==> config.mk <==
export PLATFORM = sky130hd
export DESIGN_NAME = sd_cmd_ctrl
export DESIGN_NICKNAME = d
export VERILOG_FILES = /design/src/common/sd_pkg.sv /design/src/common/sd_cmd_ifs.sv /design/src/hw/sd_clk_gen.sv /design/src/hw/crc7.sv /design/src/cmd_path/cmd_tx.sv /design/src/cmd_path/resp_rx.sv /design/src/hw/cmd_seq.sv /design/src/hw/sd_cmd_ctrl.sv
export SDC_FILE = /design/constraint.sdc
export NUM_CORES = 1
export LEC_CHECK = 0
export ABC_CLOCK_PERIOD_IN_PS = 8550
export BUFFER_PORTS_ARGS = -buffer_cell sky130_fd_sc_hd__buf_4
export CORE_MARGIN = 2
export CORE_UTILIZATION = 50
export DETAILED_ROUTE_END_ITERATION = 10
export PLACE_DENSITY = 0.69
export SETUP_SLACK_MARGIN = 0.1
export SLEW_MARGIN = 20
export SYNTH_ARGS = -nofsm -noshare
export SYNTH_HDL_FRONTEND = slang
export SYNTH_SLANG_ARGS = --single-unit
==> constraint.sdc <==
create_clock -name int_clk -period 8.55 [get_ports int_clk]
set_clock_uncertainty 0.2 [all_clocks]
set_input_delay 2.565 -clock int_clk [delete_from_list [all_inputs] [get_ports int_clk]]
set_output_delay 2.565 -clock int_clk [all_outputs]
set_load 0.05 [all_outputs]
==> src/common/sd_pkg.sv <==
package sd_pkg;

    // ========================================================================
    // field widths
    // ========================================================================

    // command index, also the index echoed in a short response
    typedef logic [5:0]  cmd_index_t;
    // command argument or response payload
    typedef logic [31:0] cmd_arg_t;
    typedef logic [6:0]  crc7_t;
    // counts bits inside one 48-bit frame
    typedef logic [5:0]  bit_cnt_t;

    // ========================================================================
    // frame constants
    // ========================================================================

    // start + dir + index + arg + crc + end
    parameter int FRAME_BITS = 48;
    parameter int CRC_BITS   = 7;

    // ========================================================================
    // fsm states
    // ========================================================================

    // transmitter
    typedef enum logic [1:0] {TX_IDLE, TX_SHIFT, TX_CRC, TX_END} tx_state_e;

    // receiver
    typedef enum logic [1:0] {RX_IDLE, RX_HUNT, RX_SHIFT, RX_DONE} rx_state_e;

    // sequencer
    typedef enum logic [1:0] {SEQ_IDLE, SEQ_CMD, SEQ_RESP, SEQ_DONE} seq_state_e;

endpackage

==> src/common/sd_cmd_ifs.sv <==
`timescale 1ns/10ps

// sequencer to transmitter
interface sd_tx_if;
    // request side, from the sequencer
    logic               tx_start;
    sd_pkg::cmd_index_t tx_index;
    sd_pkg::cmd_arg_t   tx_arg;
    // status side, from the transmitter
    logic               tx_busy;
    logic               tx_done;

    modport sequencer (
        output tx_start, tx_index, tx_arg,
        input  tx_busy, tx_done
    );

    modport transmitter (
        input  tx_start, tx_index, tx_arg,
        output tx_busy, tx_done
    );
endinterface

// sequencer to receiver
interface sd_rx_if;
    logic               rx_arm;
    // result fields, valid from rx_done until the next arm
    logic               rx_done;
    sd_pkg::cmd_index_t rx_index;
    sd_pkg::cmd_arg_t   rx_arg;
    logic               rx_crc_ok;
    logic               rx_frame_ok;
    logic               rx_timeout;

    modport sequencer (
        output rx_arm,
        input  rx_done, rx_index, rx_arg, rx_crc_ok, rx_frame_ok, rx_timeout
    );

    modport receiver (
        input  rx_arm,
        output rx_done, rx_index, rx_arg, rx_crc_ok, rx_frame_ok, rx_timeout
    );
endinterface

==> src/hw/sd_clk_gen.sv <==
`timescale 1ns/10ps

module sd_clk_gen #(
    parameter int CLK_DIV = 2
) (
    input  logic int_clk,
    input  logic en,
    output logic sd_clk_lvl,
    output logic sd_rise,
    output logic sd_fall
);

    // at least one bit even for CLK_DIV of 1
    localparam int CNT_W = (CLK_DIV > 1) ? $clog2(CLK_DIV) : 1;

    logic [CNT_W-1:0] cnt;
    logic             wrap;

    // last int_clk of a half period
    assign wrap = (cnt == CNT_W'(CLK_DIV - 1));

    always_ff @(posedge int_clk or negedge en) begin
        if (!en) begin
            cnt        <= '0;
            sd_clk_lvl <= 1'b0;
            sd_rise    <= 1'b0;
            sd_fall    <= 1'b0;
        end else begin
            // strobes land in the same cycle as the new level
            sd_rise <= wrap && !sd_clk_lvl;
            sd_fall <= wrap && sd_clk_lvl;
            if (wrap) begin
                cnt        <= '0;
                sd_clk_lvl <= ~sd_clk_lvl;
            end else begin
                cnt <= cnt + 1'b1;
            end
        end
    end

endmodule

==> src/hw/crc7.sv <==
`timescale 1ns/10ps

module crc7 (
    input  logic          int_clk,
    input  logic          en,
    input  logic          clear,
    input  logic          bit_en,
    input  logic          din,
    output sd_pkg::crc7_t crc,
    output sd_pkg::crc7_t crc_next
);

    logic fb;

    // x^7 + x^3 + 1, msb first
    assign fb       = din ^ crc[6];
    assign crc_next = {crc[5:3], crc[2] ^ fb, crc[1:0], fb};

    always_ff @(posedge int_clk or negedge en) begin
        if (!en) begin
            crc <= '0;
        end else if (clear) begin
            crc <= '0;
        end else if (bit_en) begin
            crc <= crc_next;
        end
    end

endmodule

==> src/cmd_path/cmd_tx.sv <==
`timescale 1ns/10ps

module cmd_tx (
    input  logic int_clk,
    input  logic en,
    input  logic sd_fall,
    sd_tx_if.transmitter tx,
    output logic sd_cmd_out,
    output logic sd_cmd_oe
);

    // bit 39 is the last bit covered by the crc
    localparam sd_pkg::bit_cnt_t LAST_DATA =
        sd_pkg::bit_cnt_t'(sd_pkg::FRAME_BITS - sd_pkg::CRC_BITS - 2);
    localparam sd_pkg::bit_cnt_t LAST_BIT = sd_pkg::bit_cnt_t'(sd_pkg::FRAME_BITS - 1);

    sd_pkg::tx_state_e             state;
    sd_pkg::bit_cnt_t              bit_cnt;
    logic [sd_pkg::FRAME_BITS-1:0] sreg;
    sd_pkg::crc7_t                 crc_next;
    logic                          load;

    assign load = (state == sd_pkg::TX_IDLE) && tx.tx_start;

    // crc runs over start, dir, index and arg only
    crc7 u_crc (
        .int_clk  (int_clk),
        .en       (en),
        .clear    (load),
        .bit_en   (sd_fall && (state == sd_pkg::TX_SHIFT)),
        .din      (sreg[sd_pkg::FRAME_BITS-1]),
        .crc      (),
        .crc_next (crc_next)
    );

    // ========================================================================
    // frame shift register
    // ========================================================================
    always_ff @(posedge int_clk) begin
        if (load) begin
            // start 0, dir 1, crc field zero until filled in
            sreg <= {2'b01, tx.tx_index, tx.tx_arg, {sd_pkg::CRC_BITS{1'b0}}, 1'b1};
        end else if (sd_fall && (state == sd_pkg::TX_SHIFT) && (bit_cnt == LAST_DATA)) begin
            // crc lands in the field that moves up next
            sreg <= {crc_next, sreg[LAST_DATA:0], 1'b0};
        end else if (sd_fall && (state != sd_pkg::TX_IDLE)) begin
            sreg <= {sreg[sd_pkg::FRAME_BITS-2:0], 1'b0};
        end
    end

    // ========================================================================
    // control fsm
    // ========================================================================
    always_ff @(posedge int_clk or negedge en) begin
        if (!en) begin
            state      <= sd_pkg::TX_IDLE;
            bit_cnt    <= '0;
            tx.tx_busy <= 1'b0;
            tx.tx_done <= 1'b0;
            sd_cmd_out <= 1'b1;
            sd_cmd_oe  <= 1'b0;
        end else begin
            tx.tx_done <= 1'b0;
            case (state)
                sd_pkg::TX_IDLE: begin
                    if (tx.tx_start) begin
                        state      <= sd_pkg::TX_SHIFT;
                        bit_cnt    <= '0;
                        tx.tx_busy <= 1'b1;
                    end
                end
                // bits 0..39, fed to the crc
                sd_pkg::TX_SHIFT: begin
                    if (sd_fall) begin
                        sd_cmd_out <= sreg[sd_pkg::FRAME_BITS-1];
                        sd_cmd_oe  <= 1'b1;
                        bit_cnt    <= bit_cnt + 1'b1;
                        if (bit_cnt == LAST_DATA) begin
                            state <= sd_pkg::TX_CRC;
                        end
                    end
                end
                // crc bits then the end bit
                sd_pkg::TX_CRC: begin
                    if (sd_fall) begin
                        sd_cmd_out <= sreg[sd_pkg::FRAME_BITS-1];
                        bit_cnt    <= bit_cnt + 1'b1;
                        if (bit_cnt == LAST_BIT) begin
                            state <= sd_pkg::TX_END;
                        end
                    end
                end
                // release the line, 49th fall
                sd_pkg::TX_END: begin
                    if (sd_fall) begin
                        sd_cmd_oe  <= 1'b0;
                        sd_cmd_out <= 1'b1;
                        tx.tx_busy <= 1'b0;
                        tx.tx_done <= 1'b1;
                        state      <= sd_pkg::TX_IDLE;
                    end
                end
                default: state <= sd_pkg::TX_IDLE;
            endcase
        end
    end

endmodule

==> src/cmd_path/resp_rx.sv <==
`timescale 1ns/10ps

module resp_rx #(
    parameter int RESP_TIMEOUT = 64
) (
    input  logic int_clk,
    input  logic en,
    input  logic sd_rise,
    input  logic sd_cmd_in,
    sd_rx_if.receiver rx
);

    localparam int TO_W = $clog2(RESP_TIMEOUT + 1);
    localparam logic [TO_W-1:0] LAST_WAIT = TO_W'(RESP_TIMEOUT - 1);
    localparam sd_pkg::bit_cnt_t LAST_DATA =
        sd_pkg::bit_cnt_t'(sd_pkg::FRAME_BITS - sd_pkg::CRC_BITS - 2);
    localparam sd_pkg::bit_cnt_t LAST_BIT = sd_pkg::bit_cnt_t'(sd_pkg::FRAME_BITS - 1);

    sd_pkg::rx_state_e             state;
    sd_pkg::bit_cnt_t              bit_cnt;
    logic [TO_W-1:0]               tout_cnt;
    logic                          timeout_q;
    logic [sd_pkg::FRAME_BITS-1:0] sreg;
    sd_pkg::crc7_t                 crc;
    logic                          start_seen;
    logic                          take;

    // start bit while hunting
    assign start_seen = sd_rise && (state == sd_pkg::RX_HUNT) && !sd_cmd_in;
    // any sample that belongs to the frame
    assign take = start_seen || (sd_rise && (state == sd_pkg::RX_SHIFT));

    // crc over bits 47..8, start bit included
    crc7 u_crc (
        .int_clk  (int_clk),
        .en       (en),
        .clear    (rx.rx_arm),
        .bit_en   (start_seen || (take && !start_seen && (bit_cnt <= LAST_DATA))),
        .din      (sd_cmd_in),
        .crc      (crc),
        .crc_next ()
    );

    // msb of the frame arrives first
    always_ff @(posedge int_clk) begin
        if (take) begin
            sreg <= {sreg[sd_pkg::FRAME_BITS-2:0], sd_cmd_in};
        end
    end

    // ========================================================================
    // hunt, shift and timeout
    // ========================================================================
    always_ff @(posedge int_clk or negedge en) begin
        if (!en) begin
            state     <= sd_pkg::RX_IDLE;
            bit_cnt   <= '0;
            tout_cnt  <= '0;
            timeout_q <= 1'b0;
        end else if (rx.rx_arm) begin
            state     <= sd_pkg::RX_HUNT;
            tout_cnt  <= '0;
            timeout_q <= 1'b0;
        end else begin
            case (state)
                sd_pkg::RX_HUNT: begin
                    if (start_seen) begin
                        state   <= sd_pkg::RX_SHIFT;
                        bit_cnt <= sd_pkg::bit_cnt_t'(1);
                    end else if (sd_rise && (tout_cnt == LAST_WAIT)) begin
                        // card stayed silent
                        timeout_q <= 1'b1;
                        state     <= sd_pkg::RX_DONE;
                    end else if (sd_rise) begin
                        tout_cnt <= tout_cnt + 1'b1;
                    end
                end
                sd_pkg::RX_SHIFT: begin
                    if (sd_rise) begin
                        bit_cnt <= bit_cnt + 1'b1;
                        if (bit_cnt == LAST_BIT) begin
                            state <= sd_pkg::RX_DONE;
                        end
                    end
                end
                // one cycle, the done pulse
                sd_pkg::RX_DONE: state <= sd_pkg::RX_IDLE;
                default:         state <= sd_pkg::RX_IDLE;
            endcase
        end
    end

    // ========================================================================
    // result fields
    // ========================================================================
    assign rx.rx_done     = (state == sd_pkg::RX_DONE);
    assign rx.rx_timeout  = timeout_q;
    assign rx.rx_index    = sreg[45:40];
    assign rx.rx_arg      = sreg[39:8];
    assign rx.rx_crc_ok   = (crc == sreg[7:1]);
    // transmission bit 0, end bit 1
    assign rx.rx_frame_ok = !sreg[46] && sreg[0];

endmodule

==> src/hw/cmd_seq.sv <==
`timescale 1ns/10ps

module cmd_seq (
    input  logic               int_clk,
    input  logic               en,
    input  logic               start,
    input  sd_pkg::cmd_index_t cmd_index,
    input  sd_pkg::cmd_arg_t   cmd_arg,
    input  logic               expect_resp,
    output logic               busy,
    output logic               done,
    output sd_pkg::cmd_index_t resp_index,
    output sd_pkg::cmd_arg_t   resp_arg,
    output logic               crc_err,
    output logic               frame_err,
    output logic               timeout,
    sd_tx_if.sequencer         tx,
    sd_rx_if.sequencer         rx
);

    sd_pkg::seq_state_e state;
    sd_pkg::cmd_index_t idx_q;
    sd_pkg::cmd_arg_t   arg_q;
    logic               exp_q;

    assign busy     = (state != sd_pkg::SEQ_IDLE);
    assign done     = (state == sd_pkg::SEQ_DONE);
    assign tx.tx_index = idx_q;
    assign tx.tx_arg   = arg_q;
    // handoff in the very cycle the command ends
    assign rx.rx_arm   = (state == sd_pkg::SEQ_CMD) && tx.tx_done && exp_q;

    // request and response payload
    always_ff @(posedge int_clk) begin
        if ((state == sd_pkg::SEQ_IDLE) && start && !tx.tx_busy) begin
            idx_q <= cmd_index;
            arg_q <= cmd_arg;
        end
        if ((state == sd_pkg::SEQ_RESP) && rx.rx_done) begin
            resp_index <= rx.rx_index;
            resp_arg   <= rx.rx_arg;
        end
    end

    // ========================================================================
    // transaction fsm
    // ========================================================================
    always_ff @(posedge int_clk or negedge en) begin
        if (!en) begin
            state       <= sd_pkg::SEQ_IDLE;
            exp_q       <= 1'b0;
            tx.tx_start <= 1'b0;
            crc_err     <= 1'b0;
            frame_err   <= 1'b0;
            timeout     <= 1'b0;
        end else begin
            tx.tx_start <= 1'b0;
            case (state)
                // start while busy never reaches here
                sd_pkg::SEQ_IDLE: begin
                    // new frame only to an idle transmitter
                    if (start && !tx.tx_busy) begin
                        exp_q       <= expect_resp;
                        tx.tx_start <= 1'b1;
                        crc_err     <= 1'b0;
                        frame_err   <= 1'b0;
                        timeout     <= 1'b0;
                        state       <= sd_pkg::SEQ_CMD;
                    end
                end
                sd_pkg::SEQ_CMD: begin
                    if (tx.tx_done) begin
                        state <= exp_q ? sd_pkg::SEQ_RESP : sd_pkg::SEQ_DONE;
                    end
                end
                sd_pkg::SEQ_RESP: begin
                    if (rx.rx_done) begin
                        // crc and framing only mean something if a frame came
                        timeout   <= rx.rx_timeout;
                        crc_err   <= !rx.rx_timeout && !rx.rx_crc_ok;
                        frame_err <= !rx.rx_timeout &&
                                     (!rx.rx_frame_ok || (rx.rx_index != idx_q));
                        state     <= sd_pkg::SEQ_DONE;
                    end
                end
                sd_pkg::SEQ_DONE: state <= sd_pkg::SEQ_IDLE;
                default:          state <= sd_pkg::SEQ_IDLE;
            endcase
        end
    end

endmodule

==> src/hw/sd_cmd_ctrl.sv <==
`timescale 1ns/10ps

module sd_cmd_ctrl #(
    parameter int CLK_DIV      = 2,
    parameter int RESP_TIMEOUT = 64
) (
    input  logic               int_clk,
    input  logic               en,
    // host request
    input  logic               start,
    input  sd_pkg::cmd_index_t cmd_index,
    input  sd_pkg::cmd_arg_t   cmd_arg,
    input  logic               expect_resp,
    // status and response
    output logic               busy,
    output logic               done,
    output sd_pkg::cmd_index_t resp_index,
    output sd_pkg::cmd_arg_t   resp_arg,
    output logic               crc_err,
    output logic               frame_err,
    output logic               timeout,
    // card pins
    output logic               sd_clk,
    output logic               sd_cmd_out,
    output logic               sd_cmd_oe,
    input  logic               sd_cmd_in
);

    logic sd_rise;
    logic sd_fall;

    sd_tx_if tx_if ();
    sd_rx_if rx_if ();

    // ========================================================================
    // sd clock and the two line paths
    // ========================================================================
    sd_clk_gen #(.CLK_DIV(CLK_DIV)) u_clk_gen (
        .int_clk    (int_clk),
        .en         (en),
        .sd_clk_lvl (sd_clk),
        .sd_rise    (sd_rise),
        .sd_fall    (sd_fall)
    );

    // drives on falling edges
    cmd_tx u_cmd_tx (
        .int_clk    (int_clk),
        .en         (en),
        .sd_fall    (sd_fall),
        .tx         (tx_if.transmitter),
        .sd_cmd_out (sd_cmd_out),
        .sd_cmd_oe  (sd_cmd_oe)
    );

    // samples on rising edges
    resp_rx #(.RESP_TIMEOUT(RESP_TIMEOUT)) u_resp_rx (
        .int_clk   (int_clk),
        .en        (en),
        .sd_rise   (sd_rise),
        .sd_cmd_in (sd_cmd_in),
        .rx        (rx_if.receiver)
    );

    cmd_seq u_cmd_seq (
        .int_clk     (int_clk),
        .en          (en),
        .start       (start),
        .cmd_index   (cmd_index),
        .cmd_arg     (cmd_arg),
        .expect_resp (expect_resp),
        .busy        (busy),
        .done        (done),
        .resp_index  (resp_index),
        .resp_arg    (resp_arg),
        .crc_err     (crc_err),
        .frame_err   (frame_err),
        .timeout     (timeout),
        .tx          (tx_if.sequencer),
        .rx          (rx_if.sequencer)
    );

endmodule

==> impl_metrics.yaml, run 1 <==
worst_hold_path:
  hp-class: "flop to flop"
  holdPathEnd: "u_resp_rx.sreg[11]"
  worstHoldStart: "u_resp_rx.sreg[10]"
  hold_path_depth: 0
synth:
  async_reset_ff_share_pct: 23.7
  synth_mux_area_share_pct: 2.02
  synth_fa_ha_area_share_pct: 2.31
  ys_ff_latch: 224
  netlist_instances: 615
  synth_cell_types: 55
  synth_top_family_by_area: "simple AND/OR/NAND/NOR gates"
  syn-num-nets: 674
  synthFlopType: "edfxtp_1"
  synth_xor_area_share_pct: 2.02
  yosys_warnings: 0
  synthTopCellsByArea: "edfxtp_1 56%, dfrtp_1 15%, nand2_1 5.8%"
  synth_area_mm2: 0.00866
  synth_area_per_cell_um2: 14.1
  synth_top_cell_area_share_pct: 55.9
  synth_edf_count: 161
  ys_seq_area_share_pct: 73.5
  synth_compound_area_share_pct: 6.48
  synth_largest_area_cell: "edfxtp_1"
  synth-simple-area-share_pct: 12.0
pwr:
  p_leak_uw: 0.00402
  peakVddDrop_mv: 0.163
  internal-power_uw: 2160
  pwr-share-comb_pct: 18.1
  switching_share_pct: 27.0
  p_seq_share_pct: 48.1
  powerDensity_mw_per_mm2: 287
  p_sw_uw: 800
  pwr-share-clk_pct: 33.7
layout:
  final_common_cell: "edfxtp_1"
  final_cell_mix: "161 x edfxtp_1, 132 x nand2_1, 90 x buf_4, 52 x dfrtp_1, 24 x clkbuf_16"
  drive_gt1_share_pct: 19.5
  fin_util_pct: 60.3
  antennaDiodeCount: 0
  fin_nets: 771
  stdcell_count: 953
  num-fill-cells: 1340
  area_growth_syn_to_layout_pct: 19.3
floorplanning:
  die_area_mm2: 0.0184
  num_rows: 48
  start_util_pct: 50.6
  core_area_mm2: 0.0171
  io_pins: 89
  die_h_um: 136
  die_width_um: 136
global_routing:
  grt_pass1_wl_mm: 24.3
  overflow: 0
  grt_max_degree: 61
  antenna_found_initial: 0
  grtUsageTotal_pct: 16.3
  grt_pass1_vias: 5076
timing:
  rsz0062_at_grt: "no"
  tns_ns: 0
  fin_crit_sh_pct: 53.2
  drv_slew: 0
  clock.fmax_mhz: 220
  setup_violations: 0
  timing_hold_violations_final: 0
  worst_pin_slew_ns: 1.04
  relSlewSlack_pct: 30.7
  finalCriticalPeriod_ns: 4.55
cts:
  cts_setup_buffers: 0
  hold_buffers: 0
  cts_made_buffers: 23
  h-tree-depth: 1
  cts.path.max_buffers: 3
  clkTransAtPathRegs_ns: 0.06
  root_buffer: "clkbuf_16"
  cts_tree: "yes"
  cts_resized: 0
  clk_latency_ns: 0.50
  cts.sinks: 224
detailed_routing:
  drt_iter0_markers: 329
  wirelength_mm: 14.6
  num_vias: 4965
  wl_per_cell_um: 15.3
  drc: 0
  ant_nets: 0
  drtPass1Iterations: 5
  routed_via_density: 5.21
run_status:
  status: "finished clean"
place:
  numPortBuffers: 88
  dp_cells: 912
  dpl.hpwl_mm: 9.52
  gp_congestion: 0.771
worst_setup_path:
  crit_type: "flop to output pin"
  cp_max_fo: 9
  cp.depth: 4
  r2r_end: "u_cmd_tx.sreg[45]"
  crit_path_end_kind: "output pin"
  slowest_delay_ns: 0.40
  reg2reg_depth: 4
  arrival_ns: 1.78
  cp_slowest_cell: "dfrtp_1"
  r2r-start: "u_cmd_tx.state[0]"
  crit_chain: "inv_1 > ha_1 > inv_1 > buf_4"
  cp_common_cell: "inv_1"
  worstSetupStartpointType: "flop"
  r2r_slack_ns: 6.05
  cp_num_buf_inv: 3
  critPathTopFamily: "buffers and inverters"
  cp.required_ns: 5.79
run:
  drv_cap: 0
## state kept, by name (all words and copies together), names as in the netlist, 2 cells and up
name and cells:
u_cmd_tx.state 2, u_cmd_tx.bit_cnt 6, u_resp_rx.state 2, u_cmd_tx.u_crc.crc 7
u_resp_rx.u_crc.crc 7, u_cmd_tx.sreg 48, u_resp_rx.sreg 47, u_resp_rx.bit_cnt 6
u_cmd_seq.resp_index 6, u_cmd_seq.tx.tx_arg 32, u_resp_rx.tout_cnt 7, u_cmd_seq.tx.tx_index 6
u_cmd_seq.state 2, u_cmd_seq.resp_arg 32
## cell families after synthesis
family | after synthesis
xor gates and xnor gates | 20
AOI/OAI and AO/OA | 79
buffers and inverters | 34
DFF | 224
and+or+nand+nor | 225
muxes | 17
adders and majority gates | 16
## stage by stage
step	total power [uW]	worst slack, ns	hold slack (ns)	area [um^2]
after floorplan	1830	3.60	0.218	8660
after global placement	1940	4.26	0.237	9540
after detailed placement	1980	4.14	0.230	9540
after CTS	2990	4.00	0.251	10300
after global routing	3110	3.90	0.264	10300
final	2960	4.00	0.248	10300
## how the worst max path moves through the flow
| stage | from | to |
|---|---|---|
| 6_report | u_cmd_seq.state[0] | busy |
| 4_1_cts | u_cmd_seq.state[0] | busy |
| 3_5_place_dp | sd_cmd_in | u_resp_rx.sreg[32] |
| 2_1_floorplan | start | u_cmd_seq.tx.tx_arg[0] |
| 3_3_place_gp | start | u_cmd_seq.tx.tx_arg[1] |
| 5_1_grt | u_cmd_seq.state[0] | busy |
## power groups by stage
stage               Clock (uW)  Sequential, uW  Combinational [uW]
floorplan                    0            1460                 368
global placement             0            1440                 506
detailed placement           0            1450                 535
CTS                       1030            1430                 542
global route              1070            1440                 603
finish                    1000            1430                 538
## layout make-up
class                   count  area, um^2  area share (%)
well taps                 225         282            2.73
repair buffers             90         676            6.54
inverters                  16        60.1           0.582
multi-input cells         357        2170            21.0
clock buffers              35         686            6.64
flip-flops and latches    224        6360            61.6
clock inverters             6        87.6           0.848
## metal layers
layer  vias up  part of all wire (%)  track usage [%]
met1      2414                    42             20.8
met3        33                   4.7             3.18
met4         0                   2.3             4.46
met5         -                     0                0
li1       2407                     -                -
met2       111                    51             28.7
## cells in the mapped netlist (3+ instances only)
| cell type | instances |
|---|---|
| mux2i_1 | 13 |
| clkbuf_1 | 14 |
| nor2_1 | 24 |
| or3_1 | 5 |
| xor2_1 | 12 |
| nand4_1 | 6 |
| nor2b_1 | 6 |
| a21oi_1 | 18 |
| a211oi_1 | 5 |
| nor3_1 | 8 |
| mux2_2 | 4 |
| edfxtp_1 | 161 |
| nand2b_1 | 4 |
| dfxtp_1 | 10 |
| o31ai_1 | 7 |
| dfrtp_1 | 52 |
| ha_1 | 16 |
| and2_1 | 9 |
| inv_1 | 16 |
| and3_1 | 3 |
| a22o_1 | 12 |
| o211ai_1 | 3 |
| or4_1 | 3 |
| o21ai_0 | 20 |
| xnor2_1 | 8 |
| nand3_1 | 8 |
| nand2_1 | 134 |
No activity file was read; power rests on OpenSTA's default activity.
==> run 2: changes to the inputs <==
- ABC_CLOCK_PERIOD_IN_PS: 8550 -> 4100
- PLACE_DENSITY: 0.69 -> 0.72
- clock period: 8.55 -> 4.1 ns (I/O delays scaled with it)
==> run 2 against run 1 <==
  * Global-route usage decreased by 0.44 points
  * First-iteration DRC count decreased by 16%
  * Register-to-register slack worse by 4.4 ns
  * Critical endpoint unchanged
  * Largest cell class unchanged
  * Highest routed layer unchanged
==> impl_metrics.yaml, run 2 (synthesis results as in run 1) <==
detailed_routing:
  drt_iter0_markers: 275
  wl_per_cell_um: 15.3
  routed_via_density: 5.29
  wirelength_mm: 14.6
  drc: 0
  ant_nets: 0
  drtPass1Iterations: 5
  num_vias: 5063
timing:
  timing_hold_violations_final: 0
  finalCriticalPeriod_ns: 3.20
  drv_slew: 0
  rsz0062_at_grt: "no"
  tns_ns: 0
  relSlewSlack_pct: 32.1
  setup_violations: 0
  final.setup.worst_slack_ns: 0.903
  fin_crit_sh_pct: 78.0
  clock.fmax_mhz: 313
  worst_pin_slew_ns: 1.02
global_routing:
  antenna_found_initial: 0
  grt_pass1_wl_mm: 23.6
  grtUsageTotal_pct: 15.9
  grt_pass1_vias: 4936
  grt_max_degree: 61
  overflow: 0
floorplanning:
  core_area_mm2: 0.0171
  die_area_mm2: 0.0184
  die_width_um: 136
  num_rows: 48
  io_pins: 89
  start_util_pct: 50.6
  die_h_um: 136
place:
  dp_cells: 915
  gp_congestion: 0.808
  dp_slack_ns: 1.36
  numPortBuffers: 88
  dpl.hpwl_mm: 9.47
cts:
  root_buffer: "clkbuf_16"
  cts_made_buffers: 23
  cts_setup_buffers: 0
  cts.sinks: 224
  cts_resized: 0
  clk_latency_ns: 0.52
  clkTransAtPathRegs_ns: 0.06
  cts.path.max_buffers: 3
  h-tree-depth: 1
  hold_buffers: 0
  cts_tree: "yes"
worst_setup_path:
  cp_common_cell: "inv_1"
  cp.required_ns: 2.67
  slowest_delay_ns: 0.41
  r2r-start: "u_cmd_tx.state[1]"
  crit_path_end_kind: "output pin"
  cp_slowest_cell: "dfrtp_1"
  cp_max_fo: 9
  cp_num_buf_inv: 3
  reg2reg_depth: 7
  crit_chain: "inv_1 > ha_1 > inv_1 > buf_4"
  arrival_ns: 1.77
  crit_type: "flop to output pin"
  critPathTopFamily: "buffers and inverters"
  worstSetupStartpointType: "flop"
  r2r_end: "u_cmd_tx.sreg[8]"
  r2r_slack_ns: 1.66
layout:
  top_register: "u_cmd_tx.sreg"
  drive_gt1_share_pct: 20.6
  fin_nets: 774
  reg.largest.list: "u_cmd_tx.sreg (48), u_resp_rx.sreg (47)"
  largest_reg_flops: 48
  area_growth_syn_to_layout_pct: 20.4
  final_cell_mix: "161 x edfxtp_1, 133 x nand2_1, 93 x buf_4, 52 x dfrtp_1"
  antennaDiodeCount: 0
  final_common_cell: "edfxtp_1"
  stdcell_count: 957
  fin_util_pct: 60.9
worst_hold_path:
  holdPathEnd: "u_cmd_seq.resp_arg[13]"
  hp-class: "flop to flop"
  hold_path_depth: 0
  worstHoldStart: "u_resp_rx.sreg[21]"
run_status:
  status: "finished clean"
pwr:
  p_leak_uw: 0.00407
  peakVddDrop_mv: 0.387
  powerDensity_mw_per_mm2: 614
run:
  drv_cap: 0
==> run 2: how the worst max path moves through the flow <==
stage                             startpoint                      to  slack [ns]  cells after the start
after floorplan                        start  u_cmd_seq.tx.tx_arg[0]        0.48                      2
after global placement             sd_cmd_in      u_resp_rx.sreg[28]        1.41                      4
after detailed placement           sd_cmd_in      u_resp_rx.sreg[30]        1.36                      4
after CTS                 u_cmd_seq.state[0]                    busy        0.89                      4
after global routing      u_cmd_seq.state[0]                    busy        0.79                      4
final                     u_cmd_seq.state[0]                    busy        0.90                      4
==> run 2: routing by layer <==
layer | routed length [um] | GRT usage [%] | part of all wire (%) | vias to the layer above
met5 | 0 | 0 | 0 | -
met4 | 421 | 5.84 | 2.9 | 0
met3 | 729 | 2.92 | 5.0 | 32
met2 | 7170 | 26.8 | 49 | 135
met1 | 6290 | 20.7 | 43 | 2468
li1 | - | - | - | 2428
==> run 2: worst register-to-register path, stage by stage, from the launching register on <==
cell,delay [ns]
dfrtp_1,0.43
inv_1,0.12
ha_1,0.29
nand4b_4,0.16
nor2_4,0.28
nor2_1,0.11
nand2_1,0.08
buf_4,0.41
==> run 2: final cells by class <==
type,instances,area [um^2]
clock buffer,24,579
clock inverter,18,275
fill,1279,6700
inverter,16,60.1
multi-input combinational,357,2160
sequential,224,6360
tap,225,282
timing repair buffer,93,698
==> run 2: stage by stage <==
step	hold WS [ns]	total power (uW)	cell area, um^2
final	0.248	6400	10400
after global routing	0.256	6700	10400
after CTS	0.248	6450	10400
after detailed placement	0.231	4130	9570
after global placement	0.235	4050	9570
after floorplan	0.218	3810	8660
==> run 2: report_power, final <==
group | internal (uW) | switching [uW] | leakage (uW) | total, uW
clock network | 1430 | 879 | 0.000413 | 2300
registers | 2770 | 203 | 0.00222 | 2970
logic | 460 | 659 | 0.00143 | 1120
==> run 3: changes to the inputs <==
- ABC_CLOCK_PERIOD_IN_PS: 4100 -> 2800
- clock period: 4.1 -> 2.8 ns (I/O delays scaled with it)
==> run 3 against run 2 <==
  * Global-route usage rose by 0.53 points
  * Sequential power grew 46%
  * Combinational power is 49% higher
  * Worst setup slack lost 0.73 ns
  * First-iteration DRC count fell by 20%
  * Clock power increased by 20%
  * Count of clock-buffer cells in the layout grew 9
  * Flip-flop and latch count is the same
  * Critical path depth is the same
  * Design area shrank 1.1%
  * Register-to-register slack worse by 1.1 ns
  * Worst hold slack got worse by 0.070 ns
  * Largest power group unchanged
==> impl_metrics.yaml, run 3 (synthesis results as in run 1) <==
run_status:
  status: "finished clean"
run:
  drv_cap: 0
layout:
  fin_util_pct: 60.2
  final_cell_mix: "161 x edfxtp_1, 133 x nand2_1, 91 x buf_4, 52 x dfrtp_1"
  antennaDiodeCount: 0
  area_growth_syn_to_layout_pct: 19.1
  fin_nets: 775
  largest_reg_flops: 48
  final_common_cell: "edfxtp_1"
  drive_gt1_share_pct: 19.3
  reg.largest.list: "u_cmd_tx.sreg (48), u_resp_rx.sreg (47)"
  top_register: "u_cmd_tx.sreg"
  design_area_mm2: 0.0103
cts:
  clkTransAtPathRegs_ns: 0.06
  cts.path.max_buffers: 3
  h-tree-depth: 1
  cts_made_buffers: 23
  cts.sinks: 224
  hold_buffers: 0
  cts_setup_buffers: 0
  root_buffer: "clkbuf_16"
  clk_latency_ns: 0.51
  cts_tree: "yes"
detailed_routing:
  routed_via_density: 5.16
  drt_iter0_markers: 219
  wl_per_cell_um: 15.3
  wirelength_mm: 14.6
  drtPass1Iterations: 4
  ant_nets: 0
  num_vias: 4939
  drc: 0
timing:
  finalCriticalPeriod_ns: 2.63
  timing_hold_violations_final: 0
  clock.fmax_mhz: 381
  worst_pin_slew_ns: 0.778
  setup_violations: 0
  drv_slew: 0
  final.setup.worst_slack_ns: 0.175
  relSlewSlack_pct: 47.4
  fin_crit_sh_pct: 93.8
  rsz0062_at_grt: "no"
  tns_ns: 0
floorplanning:
  die_area_mm2: 0.0184
  num_rows: 48
  die_h_um: 136
  io_pins: 89
  core_area_mm2: 0.0171
  start_util_pct: 50.6
  die_width_um: 136
worst_hold_path:
  hp-class: "input pin to async pin"
worst_setup_path:
  arrival_ns: 1.59
  crit_path_end_kind: "output pin"
  r2r_slack_ns: 0.52
  cp.required_ns: 1.76
  worstSetupStartpointType: "flop"
  cp_max_fo: 9
  crit_type: "flop to output pin"
global_routing:
  overflow: 0
  grt_pass1_vias: 5006
  grtUsageTotal_pct: 16.4
  grt_pass1_wl_mm: 24.2
  grt_max_degree: 54
  antenna_found_initial: 0
place:
  dp_slack_ns: 0.500
  numPortBuffers: 88
  dpl.hpwl_mm: 9.56
  dpl_cell_area_mm2: 0.00961
  gp_congestion: 0.809
pwr:
  powerDensity_mw_per_mm2: 852
  finalPower_uw: 8780
  p_leak_uw: 0.00400
  pwr-share-comb_pct: 19.0
  internal-power_uw: 6330
  p_seq_share_pct: 49.6
  peakVddDrop_mv: 0.481
  switching_share_pct: 28.0
  pwr-share-clk_pct: 31.4
  p_sw_uw: 2460
## run 3: cell count changes in the layout (fill, tap and decap cells not counted), moves of 3 or more
cell       change
clkbuf_1       +7
clkinv_1       +4
buf_12         +3
bufinv_16      -6
## run 3: path summary, 6_finish.rpt
kind / from / endpoint / cells past startpoint
min reg2reg: u_resp_rx.sreg[12] / u_cmd_seq.resp_arg[4] / 0
max reg2reg: u_cmd_seq.state[1] / u_resp_rx.bit_cnt[2] / 5
max: u_cmd_seq.state[0] / busy / 4
max in group asynchronous: en / u_resp_rx.u_crc.crc[6] / 1
min in group int_clk: u_resp_rx.sreg[12] / u_cmd_seq.resp_arg[4] / 0
min: en / u_clk_gen.cnt / 1
## run 3: timing repair
item                       in CTS  in global routing
gates resized for setup         1                  1
setup endpoints to repair       1                  1
pin swaps                       0                  0
## run 3: through the flow
step,hold slack (ns),cells
floorplan,0.218,615
global placement,0.234,916
detailed placement,0.232,916
CTS,0.182,957
global route,0.222,957
finish,0.178,957
## run 3: area by class of cell
type	count	area (um^2)
well taps	225	282
clock inverters	8	50.0
repair buffers	94	743
clock buffers	33	633
inverters	16	60.1
flip-flops and latches	224	6360
multi-input cells	357	2180
fillers	1310	6810
## run 3: critical path: stages, from the launching register on
cell and delay, ns:
dfrtp_1 0.41, inv_1 0.17, ha_4 0.21, inv_1 0.09
buf_4 0.20
## run 3: metal layers
| metal | wire [um] | track usage (%) | up-vias |
|---|---|---|---|
| met3 | 585 | 2.96 | 18 |
| met4 | 179 | 4.34 | 0 |
| li1 | - | - | 2425 |
| met5 | 0 | 0 | - |
| met2 | 7390 | 28.5 | 109 |
| met1 | 6460 | 21.5 | 2387 |
## run 3: power groups by stage
stage / clock network [uW] / logic, uW / registers [uW]
finish: 2760 / 1670 / 4350
floorplan: 0 / 1130 / 4460
detailed placement: 0 / 1640 / 4410
CTS: 2840 / 1660 / 4350
global placement: 0 / 1550 / 4390
global route: 2980 / 1880 / 4410
